### src/hdl/bpu_consts.svh
`ifndef BPU_CONSTS_SVH
`define BPU_CONSTS_SVH

// datapath
`define BPU_XLEN          32      // pc and instruction width
`define BPU_GHIST_W       16      // global history bits

// bimodal base table
`define BPU_BIM_ENTRIES   512
`define BPU_BIM_IDX_W     9

// tagged tables T0 and T1
`define BPU_TAGE_ENTRIES  256
`define BPU_TAGE_IDX_W    8
`define BPU_TAG_W         10
`define BPU_PTAG_W        6       // upper tag bits compared at lookup

// direct-mapped BTB
`define BPU_BTB_ENTRIES   256
`define BPU_BTB_IDX_W     8
`define BPU_BTB_TAG_W     22      // pc bits above the index

// RV32 major opcodes of control instructions
`define BPU_OP_BRANCH     7'b1100011
`define BPU_OP_JAL        7'b1101111
`define BPU_OP_JALR       7'b1100111

`endif

### src/hdl/bpu_isa_pkg.sv
`include "bpu_consts.svh"

// instruction encoding view of the fetch stream
package bpu_isa_pkg;

    // program counter or branch target
    typedef logic [`BPU_XLEN-1:0] addr_t;

    // raw 32-bit instruction word
    typedef logic [`BPU_XLEN-1:0] inst_t;

    // control class after pre-decode
    typedef enum logic [1:0] {
        cls_other  = 2'd0,
        cls_branch = 2'd1,      // conditional, B-type
        cls_jal    = 2'd2,      // direct jump, J-type
        cls_jalr   = 2'd3       // indirect jump, returns included
    } inst_class_e;

endpackage

### src/hdl/next_pc_select.sv
module next_pc_select (
    input  bpu_isa_pkg::addr_t       if_pc_i,
    input  bpu_isa_pkg::inst_class_e inst_class_i,
    input  bpu_isa_pkg::addr_t       b_imm_i,
    input  bpu_isa_pkg::addr_t       j_imm_i,
    input  logic                     dir_taken_i,
    input  logic                     btb_hit_i,
    input  bpu_isa_pkg::addr_t       btb_target_i,
    output logic                     is_ctrl_o,
    output logic                     pred_taken_o,
    output bpu_isa_pkg::addr_t       pred_pc_o
);

    bpu_isa_pkg::addr_t seq_pc;
    bpu_isa_pkg::addr_t jal_pc;
    bpu_isa_pkg::addr_t br_pc;

    assign seq_pc = if_pc_i + bpu_isa_pkg::addr_t'(4);
    assign jal_pc = btb_hit_i ? btb_target_i : if_pc_i + j_imm_i;   // btb first
    assign br_pc  = btb_hit_i ? btb_target_i : if_pc_i + b_imm_i;

    always_comb begin
        is_ctrl_o    = 1'b1;
        pred_taken_o = 1'b0;
        pred_pc_o    = seq_pc;
        case (inst_class_i)
            bpu_isa_pkg::cls_jal: begin
                pred_taken_o = 1'b1;            // unconditional
                pred_pc_o    = jal_pc;
            end
            bpu_isa_pkg::cls_branch: begin
                pred_taken_o = dir_taken_i;
                if (dir_taken_i) begin
                    pred_pc_o = br_pc;
                end
            end
            bpu_isa_pkg::cls_jalr: begin
                // no way to form the target without the btb
                if (btb_hit_i) begin
                    pred_taken_o = 1'b1;
                    pred_pc_o    = btb_target_i;
                end
            end
            default: begin
                is_ctrl_o = 1'b0;
            end
        endcase
    end

    // a taken prediction only ever comes from a control class
    a_taken_is_ctrl: assert #0 (!pred_taken_o || is_ctrl_o)
        else $error("pred_taken_o without is_ctrl_o");

endmodule

### config.mk
export PLATFORM = sky130hd
export DESIGN_NAME = next_pc_select
export DESIGN_NICKNAME = d
export VERILOG_FILES = /design/src/hdl/bpu_isa_pkg.sv /design/src/hdl/next_pc_select.sv
export VERILOG_INCLUDE_DIRS = /design/src /design/src/hdl
export SDC_FILE = /design/constraint.sdc
export NUM_CORES = 1
export LEC_CHECK = 0
export BUFFER_PORTS_ARGS = -buffer_cell sky130_fd_sc_hd__buf_4
export CORE_ASPECT_RATIO = 0.7
export CORE_UTILIZATION = 49
export DETAILED_ROUTE_END_ITERATION = 12
export GPL_TIMING_DRIVEN = 1
export PLACE_DENSITY = 0.81
export SLEW_MARGIN = 15
export SYNTH_ARGS = -nofsm -noshare
export SYNTH_HDL_FRONTEND = slang
export SYNTH_SLANG_ARGS = --single-unit
export TNS_END_PERCENT = 10
### constraint.sdc
create_clock -name vclk -period 2.8
set_clock_uncertainty 0.15 [all_clocks]
set_input_delay 0.14 -clock vclk [all_inputs]
set_output_delay 0.14 -clock vclk [all_outputs]
set_load 0.01 [all_outputs]
# Word level (Yosys, flattened, before mapping)
# Cells that the tools add are included.
[word_totals]
ff_bits = 0
in_bits = 132
elab_cells = 15
[op_classes]
reduce_logical = 1
n_mux = 8
n_eq_ne = 3
add_sub_neg = 3
[op_table]
columns = ["op", "count"]
rows = [
  ["32-bit 2-to-1 mux", 4],
  ["32-bit case mux with 3 select lines", 1],
  ["32-bit adder", 2],
  ["32-bit by 3-bit adder with 32-bit output (second input constant)", 1],
  ["2-bit equality test (second input constant)", 2],
  ["1-bit case mux with 3 select lines", 1],
  ["3-bit OR reduction", 1],
  ["2-bit by 1-bit equality test with 1-bit output (second input constant)", 1],
  ["1-bit 2-to-1 mux", 2],
]

# Depth between registers and ports, before layout
# Gate-level depths: netlist of the first run.
[depth]
word_depth = 4
depth_mapped = 13
ltp_nobuf = 13

# Worst setup path before layout of the first run
# Ideal clock, no wire load.
[synth_path]
path_kind = "in2out"
start = "in if_pc_i[0]"
end = "out pred_pc_o[24]"
stages = 12
t_required_ns = 2.510
path_slack_ns = -0.098
t_arrival_ns = 2.608
path_buffers = 0
cell_sequence = "ha_1 > fa_1 > a211oi_2 > o21ai_1 > a31o_2 > or3_1 > a41oi_2 > nor2_1 > nand2_1 > mux2i_1 > a21oi_1 > a31oi_1"
[synth_between]
elab_chain_len = 4
[synth_rtl]
columns = ["item", "line", "source"]
rows = [
  ["from (decl)", "next_pc_select.sv:2", "input bpu_isa_pkg::addr_t if_pc_i,"],
  ["32-bit adder", "next_pc_select.sv:20", "assign br_pc = btb_hit_i ? btb_target_i : if_pc_i + b_imm_i;"],
  ["32-bit 2-to-1 mux", "next_pc_select.sv:20", ""],
  ["32-bit 2-to-1 mux", "next_pc_select.sv:33", "if (dir_taken_i) begin"],
  ["32-bit case mux with 3 select lines (*)", "next_pc_select.sv:26", "case (inst_class_i)"],
  ["to (decl)", "next_pc_select.sv:11", "output bpu_isa_pkg::addr_t pred_pc_o"],
]
# Every way passes the cells marked *; elsewhere a longest branch is shown, timed or not.

# Final worst setup path of the first run
[layout_path]
start = "in if_pc_i[0]"
end = "out pred_pc_o[16]"
# Same word-level chain as after synthesis.

==> results.rst, run 1 <==
.. list-table::
   :header-rows: 1

   * - Metric
     - Value
   * - VDD IR-drop max
     - 0.1465 mV
   * - Avg Vias per Cell
     - 6.594
   * - Number of antenna violations at the first check in global routing
     - 0
   * - Number of slew-limit violations in the final report
     - 0
   * - Fraction of layout instances using a drive strength above 1
     - 40.44%
   * - Worst Path Required
     - 2.51 ns
   * - Top-level I/O count
     - 166
   * - HPWL Detailed
     - between 15000 and 20000 um
   * - Number of standard cells in the layout, taps in and fillers out
     - 1211
   * - Via total after detailed routing
     - 7985
   * - Total standard cell area after synthesis
     - 0.004986 mm^2
   * - Detailed-route DRC error count
     - 0
   * - Worst path bufs/invs
     - 3
   * - Number of global-route vias before repair
     - 7253
   * - Kind of critical path
     - primary input to primary output
   * - Inst Count DP
     - 1198
   * - Final Power
     - a little under 2000 uW
   * - Synth cell types
     - 71
   * - Synth warnings
     - 0
   * - Sequence of cells on the critical path
     - buf_8 > ha_4 > fa_2 > a211oi_4 > o21ai_4 > buf_4 > a21o_1 > a21oi_2 > nor3b_2 > a211oi_2 > o221ai_1 > a21oi_1 > xor2_1 > o221ai_1 > buf_4
   * - Cell taking the most area after synthesis
     - sky130_fd_sc_hd__ha_1
   * - Non-Filler Cell Area, Final
     - 0.008225 mm^2
   * - Die H
     - 86.40 um
   * - Fin worst setup slack
     - -0.3558 ns
   * - Number of DRC markers after the initial detailed-route iteration
     - 1009
   * - Data arrival time of the critical path
     - approximately 2.9 ns
   * - Cell leakage power
     - 0.003812 uW
   * - Global placement routability congestion
     - 1.013
   * - Total power per unit cell area
     - 239.2 mW/mm^2
   * - Number of maximum-capacitance constraint violations
     - 0
   * - Net count after synthesis
     - 950
   * - Post-synthesis average cell area
     - ~6.6 um^2
   * - Floorplan die area
     - between 0.01 and 0.015 mm^2
   * - Violations in the final reports
     - negative setup slack
   * - Final setup viols
     - 22
   * - Area of all sequential standard cells
     - 0 um^2
   * - Core region area
     - 0.009797 mm^2
   * - Global-route wire length before repair
     - roughly 36000 um
   * - Largest net degree at the start of global routing
     - 40
   * - TNS Setup
     - -5.019 ns
   * - Critical path's largest stage delay
     - 0.37 ns
   * - Effective utilization at floorplan
     - 50.89%
   * - Layout filler cell count
     - approximately 630
   * - Tightest hold margin
     - 0.4490 ns
   * - Most common cell in the synthesized netlist
     - sky130_fd_sc_hd__nand2_1
   * - Global router's overall resource usage
     - 42.78%
   * - Remaining number of nets flagged by the antenna check after routing
     - 0
   * - Post-layout net count
     - ~1300
   * - Upper clock frequency limit
     - 316.9 MHz
   * - Share of the clock period used by the worst path after layout
     - 112.7%
   * - Delay-heaviest family, CP
     - compound AO/OA/AOI/OAI gates
   * - Maximum fanout encountered on the critical timing path
     - 3
   * - Die X-Extent
     - 122.6 um
   * - Mean routed wirelength per cell
     - 20.98 um
   * - Overflow left after global routing
     - 0
   * - Cell types with the largest area share after synthesis
     - sky130_fd_sc_hd__ha_1 (16%), sky130_fd_sc_hd__xnor2_1 (8.6%), sky130_fd_sc_hd__a21oi_1 (7.2%)
   * - CP startpoint kind
     - primary input
   * - Actual slew at the worst max-slew pin
     - 0.5081 ns
   * - RSZ-0062 raised after global routing
     - yes
   * - Post-Place Cell Area
     - 0.007620 mm^2
   * - Syn-to-layout area delta
     - 64.97%
   * - Detailed-router iteration count before antenna repair
     - 12
   * - Final sequential cell count
     - 0
   * - Hold Vio Cnt, Final
     - 0
   * - Time the final worst path needs with I/O delays and setup
     - 3.156 ns
   * - Classification of the worst-slack hold path
     - primary input to primary output
   * - Quantity of hold-fixing buffers added after cts
     - 0
   * - Slowest cell on crit path
     - sky130_fd_sc_hd__fa_2
   * - Clock buffer instance count of the final layout
     - 0
   * - Slew HR
     - 65.84%
   * - Row cnt
     - 30
   * - Sequential-to-total area share from yosys stat
     - 0%
   * - Status
     - complete, but fails checks
   * - Instance count of the mapped netlist
     - 753
   * - Total wirelength of the detailed-routed design
     - 25400 um
   * - Area share of the largest cell type after synthesis
     - between 15 and 20%
   * - Critical path capture point type
     - primary output
   * - Top cell types by occurrence after synthesis
     - sky130_fd_sc_hd__nand2_1 (87), sky130_fd_sc_hd__a21oi_1 (72), sky130_fd_sc_hd__nor2_1 (65), sky130_fd_sc_hd__ha_1 (63), sky130_fd_sc_hd__o21ai_0 (59)
   * - Number of input and output port buffers inserted
     - 166
   * - Diode count
     - 0
[per-layer routing]
layer | track usage, % | wire length, um
met1 | 58.13 | 10030
met4 | 14.08 | 1082
met2 | 68.03 | 10990
met3 | 7.500 | 3300
met5 | 0 | 0
[where the power goes]
part | switching [uW] | internal, uW
Sequential | 0 | 0
Clock | 0 | 0
Combinational | 1020 | 943
Total | 1020 | 943
[tightest hold or removal path: cells and delay by family]
family          cells  cell delay [ns]
buf+inv             2             0.21
simple gates        1             0.04
compound gates      1             0.07
[metrics by stage]
step,setup slack [ns],utilization (%)
floorplan,0.001610,-
global placement,-0.3853,77.78
detailed placement,-0.4485,77.78
CTS,-0.3017,80.13
global route,-0.4168,83.96
finish,-0.3558,83.96
[what timing repair did]
| item | CTS | global route |
|---|---|---|
| gates resized for setup | 45 | 54 |
| buffers inserted | 3 | 10 |
| pin swaps | 27 | 51 |
| cloned | 0 | 0 |
| setup endpoints to repair | 22 | 23 |
[path summary, 6_finish.rpt]
check | from | to | slack, ns | depth (start not counted)
worst max-delay path | if_pc_i[0] | pred_pc_o[16] | -0.36 | 15
worst min-delay path | btb_target_i[7] | pred_pc_o[7] | 0.45 | 4
[layout by cell type, fill, tap and decap left out, types with 5 or more instances in the layout]
cell | synthesis | routed
sky130_fd_sc_hd__a211oi_2 | 4 | 6
sky130_fd_sc_hd__a21o_1 | 22 | 22
sky130_fd_sc_hd__a21oi_1 | 72 | 59
sky130_fd_sc_hd__a21oi_2 | 4 | 13
sky130_fd_sc_hd__a221o_1 | 5 | 5
sky130_fd_sc_hd__a22oi_1 | 13 | 12
sky130_fd_sc_hd__a31oi_1 | 11 | 9
sky130_fd_sc_hd__and3_1 | 13 | 13
sky130_fd_sc_hd__buf_4 | 0 | 349
sky130_fd_sc_hd__buf_6 | 0 | 5
sky130_fd_sc_hd__ha_1 | 63 | 53
sky130_fd_sc_hd__ha_4 | 0 | 9
sky130_fd_sc_hd__inv_1 | 21 | 20
sky130_fd_sc_hd__nand2_1 | 87 | 87
sky130_fd_sc_hd__nand2b_1 | 12 | 12
sky130_fd_sc_hd__nand3_1 | 26 | 25
sky130_fd_sc_hd__nand4_1 | 13 | 13
sky130_fd_sc_hd__nor2_1 | 65 | 65
sky130_fd_sc_hd__nor2b_1 | 11 | 10
sky130_fd_sc_hd__nor3_1 | 13 | 10
sky130_fd_sc_hd__o211ai_1 | 15 | 15
sky130_fd_sc_hd__o21ai_0 | 59 | 47
sky130_fd_sc_hd__o21ai_1 | 7 | 15
sky130_fd_sc_hd__o21bai_1 | 12 | 11
sky130_fd_sc_hd__o22ai_1 | 11 | 10
sky130_fd_sc_hd__xnor2_1 | 49 | 46
sky130_fd_sc_hd__xor2_1 | 27 | 25
[cell type report]
class                           instances  area [um^2]  share of cell area, %
Tap cell                              128        160.2                  1.947
Inverter                               23        86.33                  1.050
Timing Repair Buffer                  355         2691                  32.72
Multi-Input combinational cell        705         5288                  64.28
[kinds of logic (layout without fill, tap and decap cells)]
| group | Yosys count | after routing | synth area share (%) |
|---|---|---|---|
| compound gates | 299 | 299 | 41.05 |
| xor+xnor | 76 | 76 | 13.35 |
| fa+ha+maj | 65 | 65 | 16.61 |
| buf+inv | 48 | 378 | 3.664 |
| mux | 4 | 4 | 0.8030 |
| simple gates | 261 | 261 | 24.52 |
Power figures use the tool's default switching activity.
==> inputs of run 2 (changes only) <==
--- a/config.mk
+++ b/config.mk
@@ -7,7 +7,7 @@
 export NUM_CORES = 1
 export LEC_CHECK = 0
 export BUFFER_PORTS_ARGS = -buffer_cell sky130_fd_sc_hd__buf_4
-export CORE_ASPECT_RATIO = 0.7
+export CORE_ASPECT_RATIO = 0.75
 export CORE_UTILIZATION = 49
 export DETAILED_ROUTE_END_ITERATION = 12
 export GPL_TIMING_DRIVEN = 1
==> run 2 against run 1 <==
The flow still finishes with violations (negative setup slack). Non-clock buffer count decreased by 20. Flip-flop and latch count unchanged. Cell area shrank 4.4%. Count of clock-buffer cells in the layout stayed put. Final cell count fell by 1.3%. Critical endpoint is now pred_pc_o[28].
==> results.rst, run 2 (synthesized netlist as in run 1, its figures left out) <==
.. list-table::
   :header-rows: 1

   * - Metric
     - Value
   * - Status
     - complete, but fails checks
   * - Violations in the final reports
     - negative setup slack
   * - Post-Place Cell Area
     - 0.007520 mm^2 (-1.3%)
   * - Classification of the worst-slack hold path
     - primary input to primary output
   * - Global-route wire length before repair
     - 37000 um (+3.5%)
   * - Layout filler cell count
     - 672 (+6.8%)
   * - Actual slew at the worst max-slew pin
     - 0.8794 ns (+0.3713 ns)
   * - Sequence of cells on the critical path
     - buf_6 > buf_6 > fa_2 > a211oi_4 > o21ai_4 > a31o_2 > or3_4 > a41oi_4 > o31ai_4 > nand3_1 > mux2i_1 > a21oi_1 > o21ai_1 > buf_4
   * - Internal power component
     - 891.0 uW (-5.6%)
   * - Global router's overall resource usage
     - 43.70% (+0.92 points)
   * - Global placement routability congestion
     - 1.016 (+0.25%)
   * - Part of the power in registers
     - 0% (unchanged)
   * - Number of slew-limit violations in the final report
     - 0 (unchanged)
   * - Slew HR
     - 40.75% (-25 points)
   * - Maximum fanout encountered on the critical timing path
     - 4 (+1)
   * - Die H
     - 89.36 um (+3.4%)
   * - Portion of total power attributed to combinational logic
     - 100.0% (about the same)
   * - Fin worst setup slack
     - -0.3506 ns (+0.005160 ns)
   * - Core region area
     - 0.009774 mm^2 (-0.23%)
   * - Clock buffer instance count of the final layout
     - 0 (unchanged)
   * - Time the final worst path needs with I/O delays and setup
     - 3.151 ns (-0.005160 ns)
   * - CP startpoint kind
     - primary input
   * - Remaining number of nets flagged by the antenna check after routing
     - 0 (unchanged)
   * - Final Power
     - 1869 uW (-5.0%)
   * - RSZ-0062 raised after global routing
     - yes
   * - Post-layout net count
     - 1262 (-1.6%)
   * - Detailed-router iteration count before antenna repair
     - 7 (-5)
   * - Share of the clock period used by the worst path after layout
     - 112.5% (-0.18 points)
   * - Non-Filler Cell Area, Final
     - 0.007861 mm^2 (-4.4%)
   * - VDD IR-drop max
     - 0.1395 mV (-4.8%)
   * - Critical path capture point type
     - primary output
   * - HPWL Detailed
     - 19500 um (+1.7%)
   * - Die X-Extent
     - 118.5 um (-3.3%)
   * - Floorplan die area
     - 0.01059 mm^2 (about the same)
   * - Worst Path Required
     - 2.51 ns (about the same)
   * - Syn-to-layout area delta
     - 57.67%
   * - Net Switching
     - 977.6 uW (-4.5%)
   * - Fraction of layout instances using a drive strength above 1
     - 36.69% (-3.8 points)
   * - Share of power burned in the clock network
     - 0% (unchanged)
   * - Most frequent standard cell in the layout excluding fill and tap cells
     - sky130_fd_sc_hd__buf_4
   * - Effective utilization at floorplan
     - 51.01% (+0.12 points)
   * - Avg Vias per Cell
     - 6.510 (-1.3%)
   * - Most prevalent standard cell on the critical path
     - sky130_fd_sc_hd__buf_6
   * - Sw Share
     - 52.32% (+0.27 points)
   * - Kind of critical path
     - primary input to primary output
   * - Total wirelength of the detailed-routed design
     - 24160 um (-4.9%)
   * - Placement Setup Slack
     - -0.5235 ns (-0.07505 ns)
   * - Number of DRC markers after the initial detailed-route iteration
     - 1006 (-0.30%)
   * - Overflow left after global routing
     - 0 (unchanged)
   * - Mean routed wirelength per cell
     - 20.22 um (-3.6%)
   * - Footprint of the multi-input gates
     - 0.005072 mm^2 (-4.1%)
   * - Final setup viols
     - 22 (unchanged)
   * - Row cnt
     - 31 (+3.3%)
   * - Number of global-route vias before repair
     - 7202 (-0.70%)
   * - Critical path's largest stage delay
     - 0.42 ns (+0.05 ns)
   * - Largest net degree at the start of global routing
     - 31 (-23%)
   * - Number of input and output port buffers inserted
     - 166 (unchanged)
   * - Commonest cells after routing, fill and taps aside
     - sky130_fd_sc_hd__buf_4 (330), sky130_fd_sc_hd__nand2_1 (87), sky130_fd_sc_hd__a21oi_1 (66), sky130_fd_sc_hd__nor2_1 (65), sky130_fd_sc_hd__ha_1 (59)
   * - Top-level I/O count
     - 166 (unchanged)
   * - Upper clock frequency limit
     - 317.4 MHz (+0.16%)
   * - Quantity of hold-fixing buffers added after cts
     - 0 (unchanged)
   * - Inst Count DP
     - 1188 (-0.83%)
   * - Number of antenna violations at the first check in global routing
     - 0 (unchanged)
   * - Hold Vio Cnt, Final
     - 0 (unchanged)
   * - Final sequential cell count
     - 0 (unchanged)
   * - Cell leakage power
     - 0.003697 uW (-3.0%)
   * - Area of all sequential standard cells
     - 0 um^2 (unchanged)
   * - Slowest cell on crit path
     - sky130_fd_sc_hd__fa_2
   * - Data arrival time of the critical path
     - 2.86 ns (about the same)
   * - Total power per unit cell area
     - 237.7 mW/mm^2 (-0.62%)
   * - Number of maximum-capacitance constraint violations
     - 0 (unchanged)
   * - Detailed-route DRC error count
     - 0 (unchanged)
   * - Number of standard cells in the layout, taps in and fillers out
     - 1195 (-1.3%)
   * - Diode count
     - 0 (unchanged)
   * - Via total after detailed routing
     - 7780 (-2.6%)
   * - Final core occ
     - 80.43% (-3.5 points)
## run 2: changes by cell type in the layout (fill, tap and decap cells not counted), moves of 3 or more
cell                      before  now
sky130_fd_sc_hd__buf_4       349  330
sky130_fd_sc_hd__a21oi_1      59   66
sky130_fd_sc_hd__ha_1         53   59
sky130_fd_sc_hd__ha_4          9    4
sky130_fd_sc_hd__a21oi_2      13    9
sky130_fd_sc_hd__a21oi_4       4    1
## run 2: routing by layer
metal	GRT usage (%)	routed length, um	vias up
met5	0	0	-
li1	-	-	3480
met2	72.57	10420	664
met1	57.95	9527	3515
met3	7.717	3282	121
met4	14.04	925	0
## run 2: critical path, delay by kind of cell
family          cells  cell delay, ns
compound gates      7            1.25
simple gates        2            0.50
fa+ha+maj           1            0.42
buf+inv             3            0.36
mux                 1            0.19
## run 2: timing repair
item,CTS,global route
setup endpoints to repair,22,25
pin swaps,37,30
setup buffers,4,4
gates resized for setup,40,23
## run 2: power groups by stage
| stage | combinational (uW) | clock, uW | sequential, uW |
|---|---|---|---|
| 2_1_floorplan | 898 | 0 | 0 |
| 3_3_place_gp | 1630 | 0 | 0 |
| 3_5_place_dp | 1690 | 0 | 0 |
| 4_1_cts | 1750 | 0 | 0 |
| 5_1_grt | 1990 | 0 | 0 |
| 6_report | 1870 | 0 | 0 |
## run 2: metrics by stage
| stage | hold slack, ns | setup TNS [ns] |
|---|---|---|
| detailed placement | 0.4554 | -7.555 |
| CTS | 0.4565 | -4.823 |
| floorplan | 0.2600 | 0 |
| global route | 0.4941 | -7.627 |
| finish | 0.4668 | -5.295 |
| global placement | 0.4352 | -5.127 |
## run 2: layout make-up
class	instances	area share (%)
Multi-Input combinational cell	705	64.52
Timing Repair Buffer	335	32.28
Tap cell	132	2.101
Inverter	23	1.098
## run 2: path summary, 6_finish.rpt
kind	startpoint	end	slack, ns	cells after the start
max	if_pc_i[1]	pred_pc_o[28]	-0.35	14
min	btb_target_i[0]	pred_pc_o[0]	0.47	4
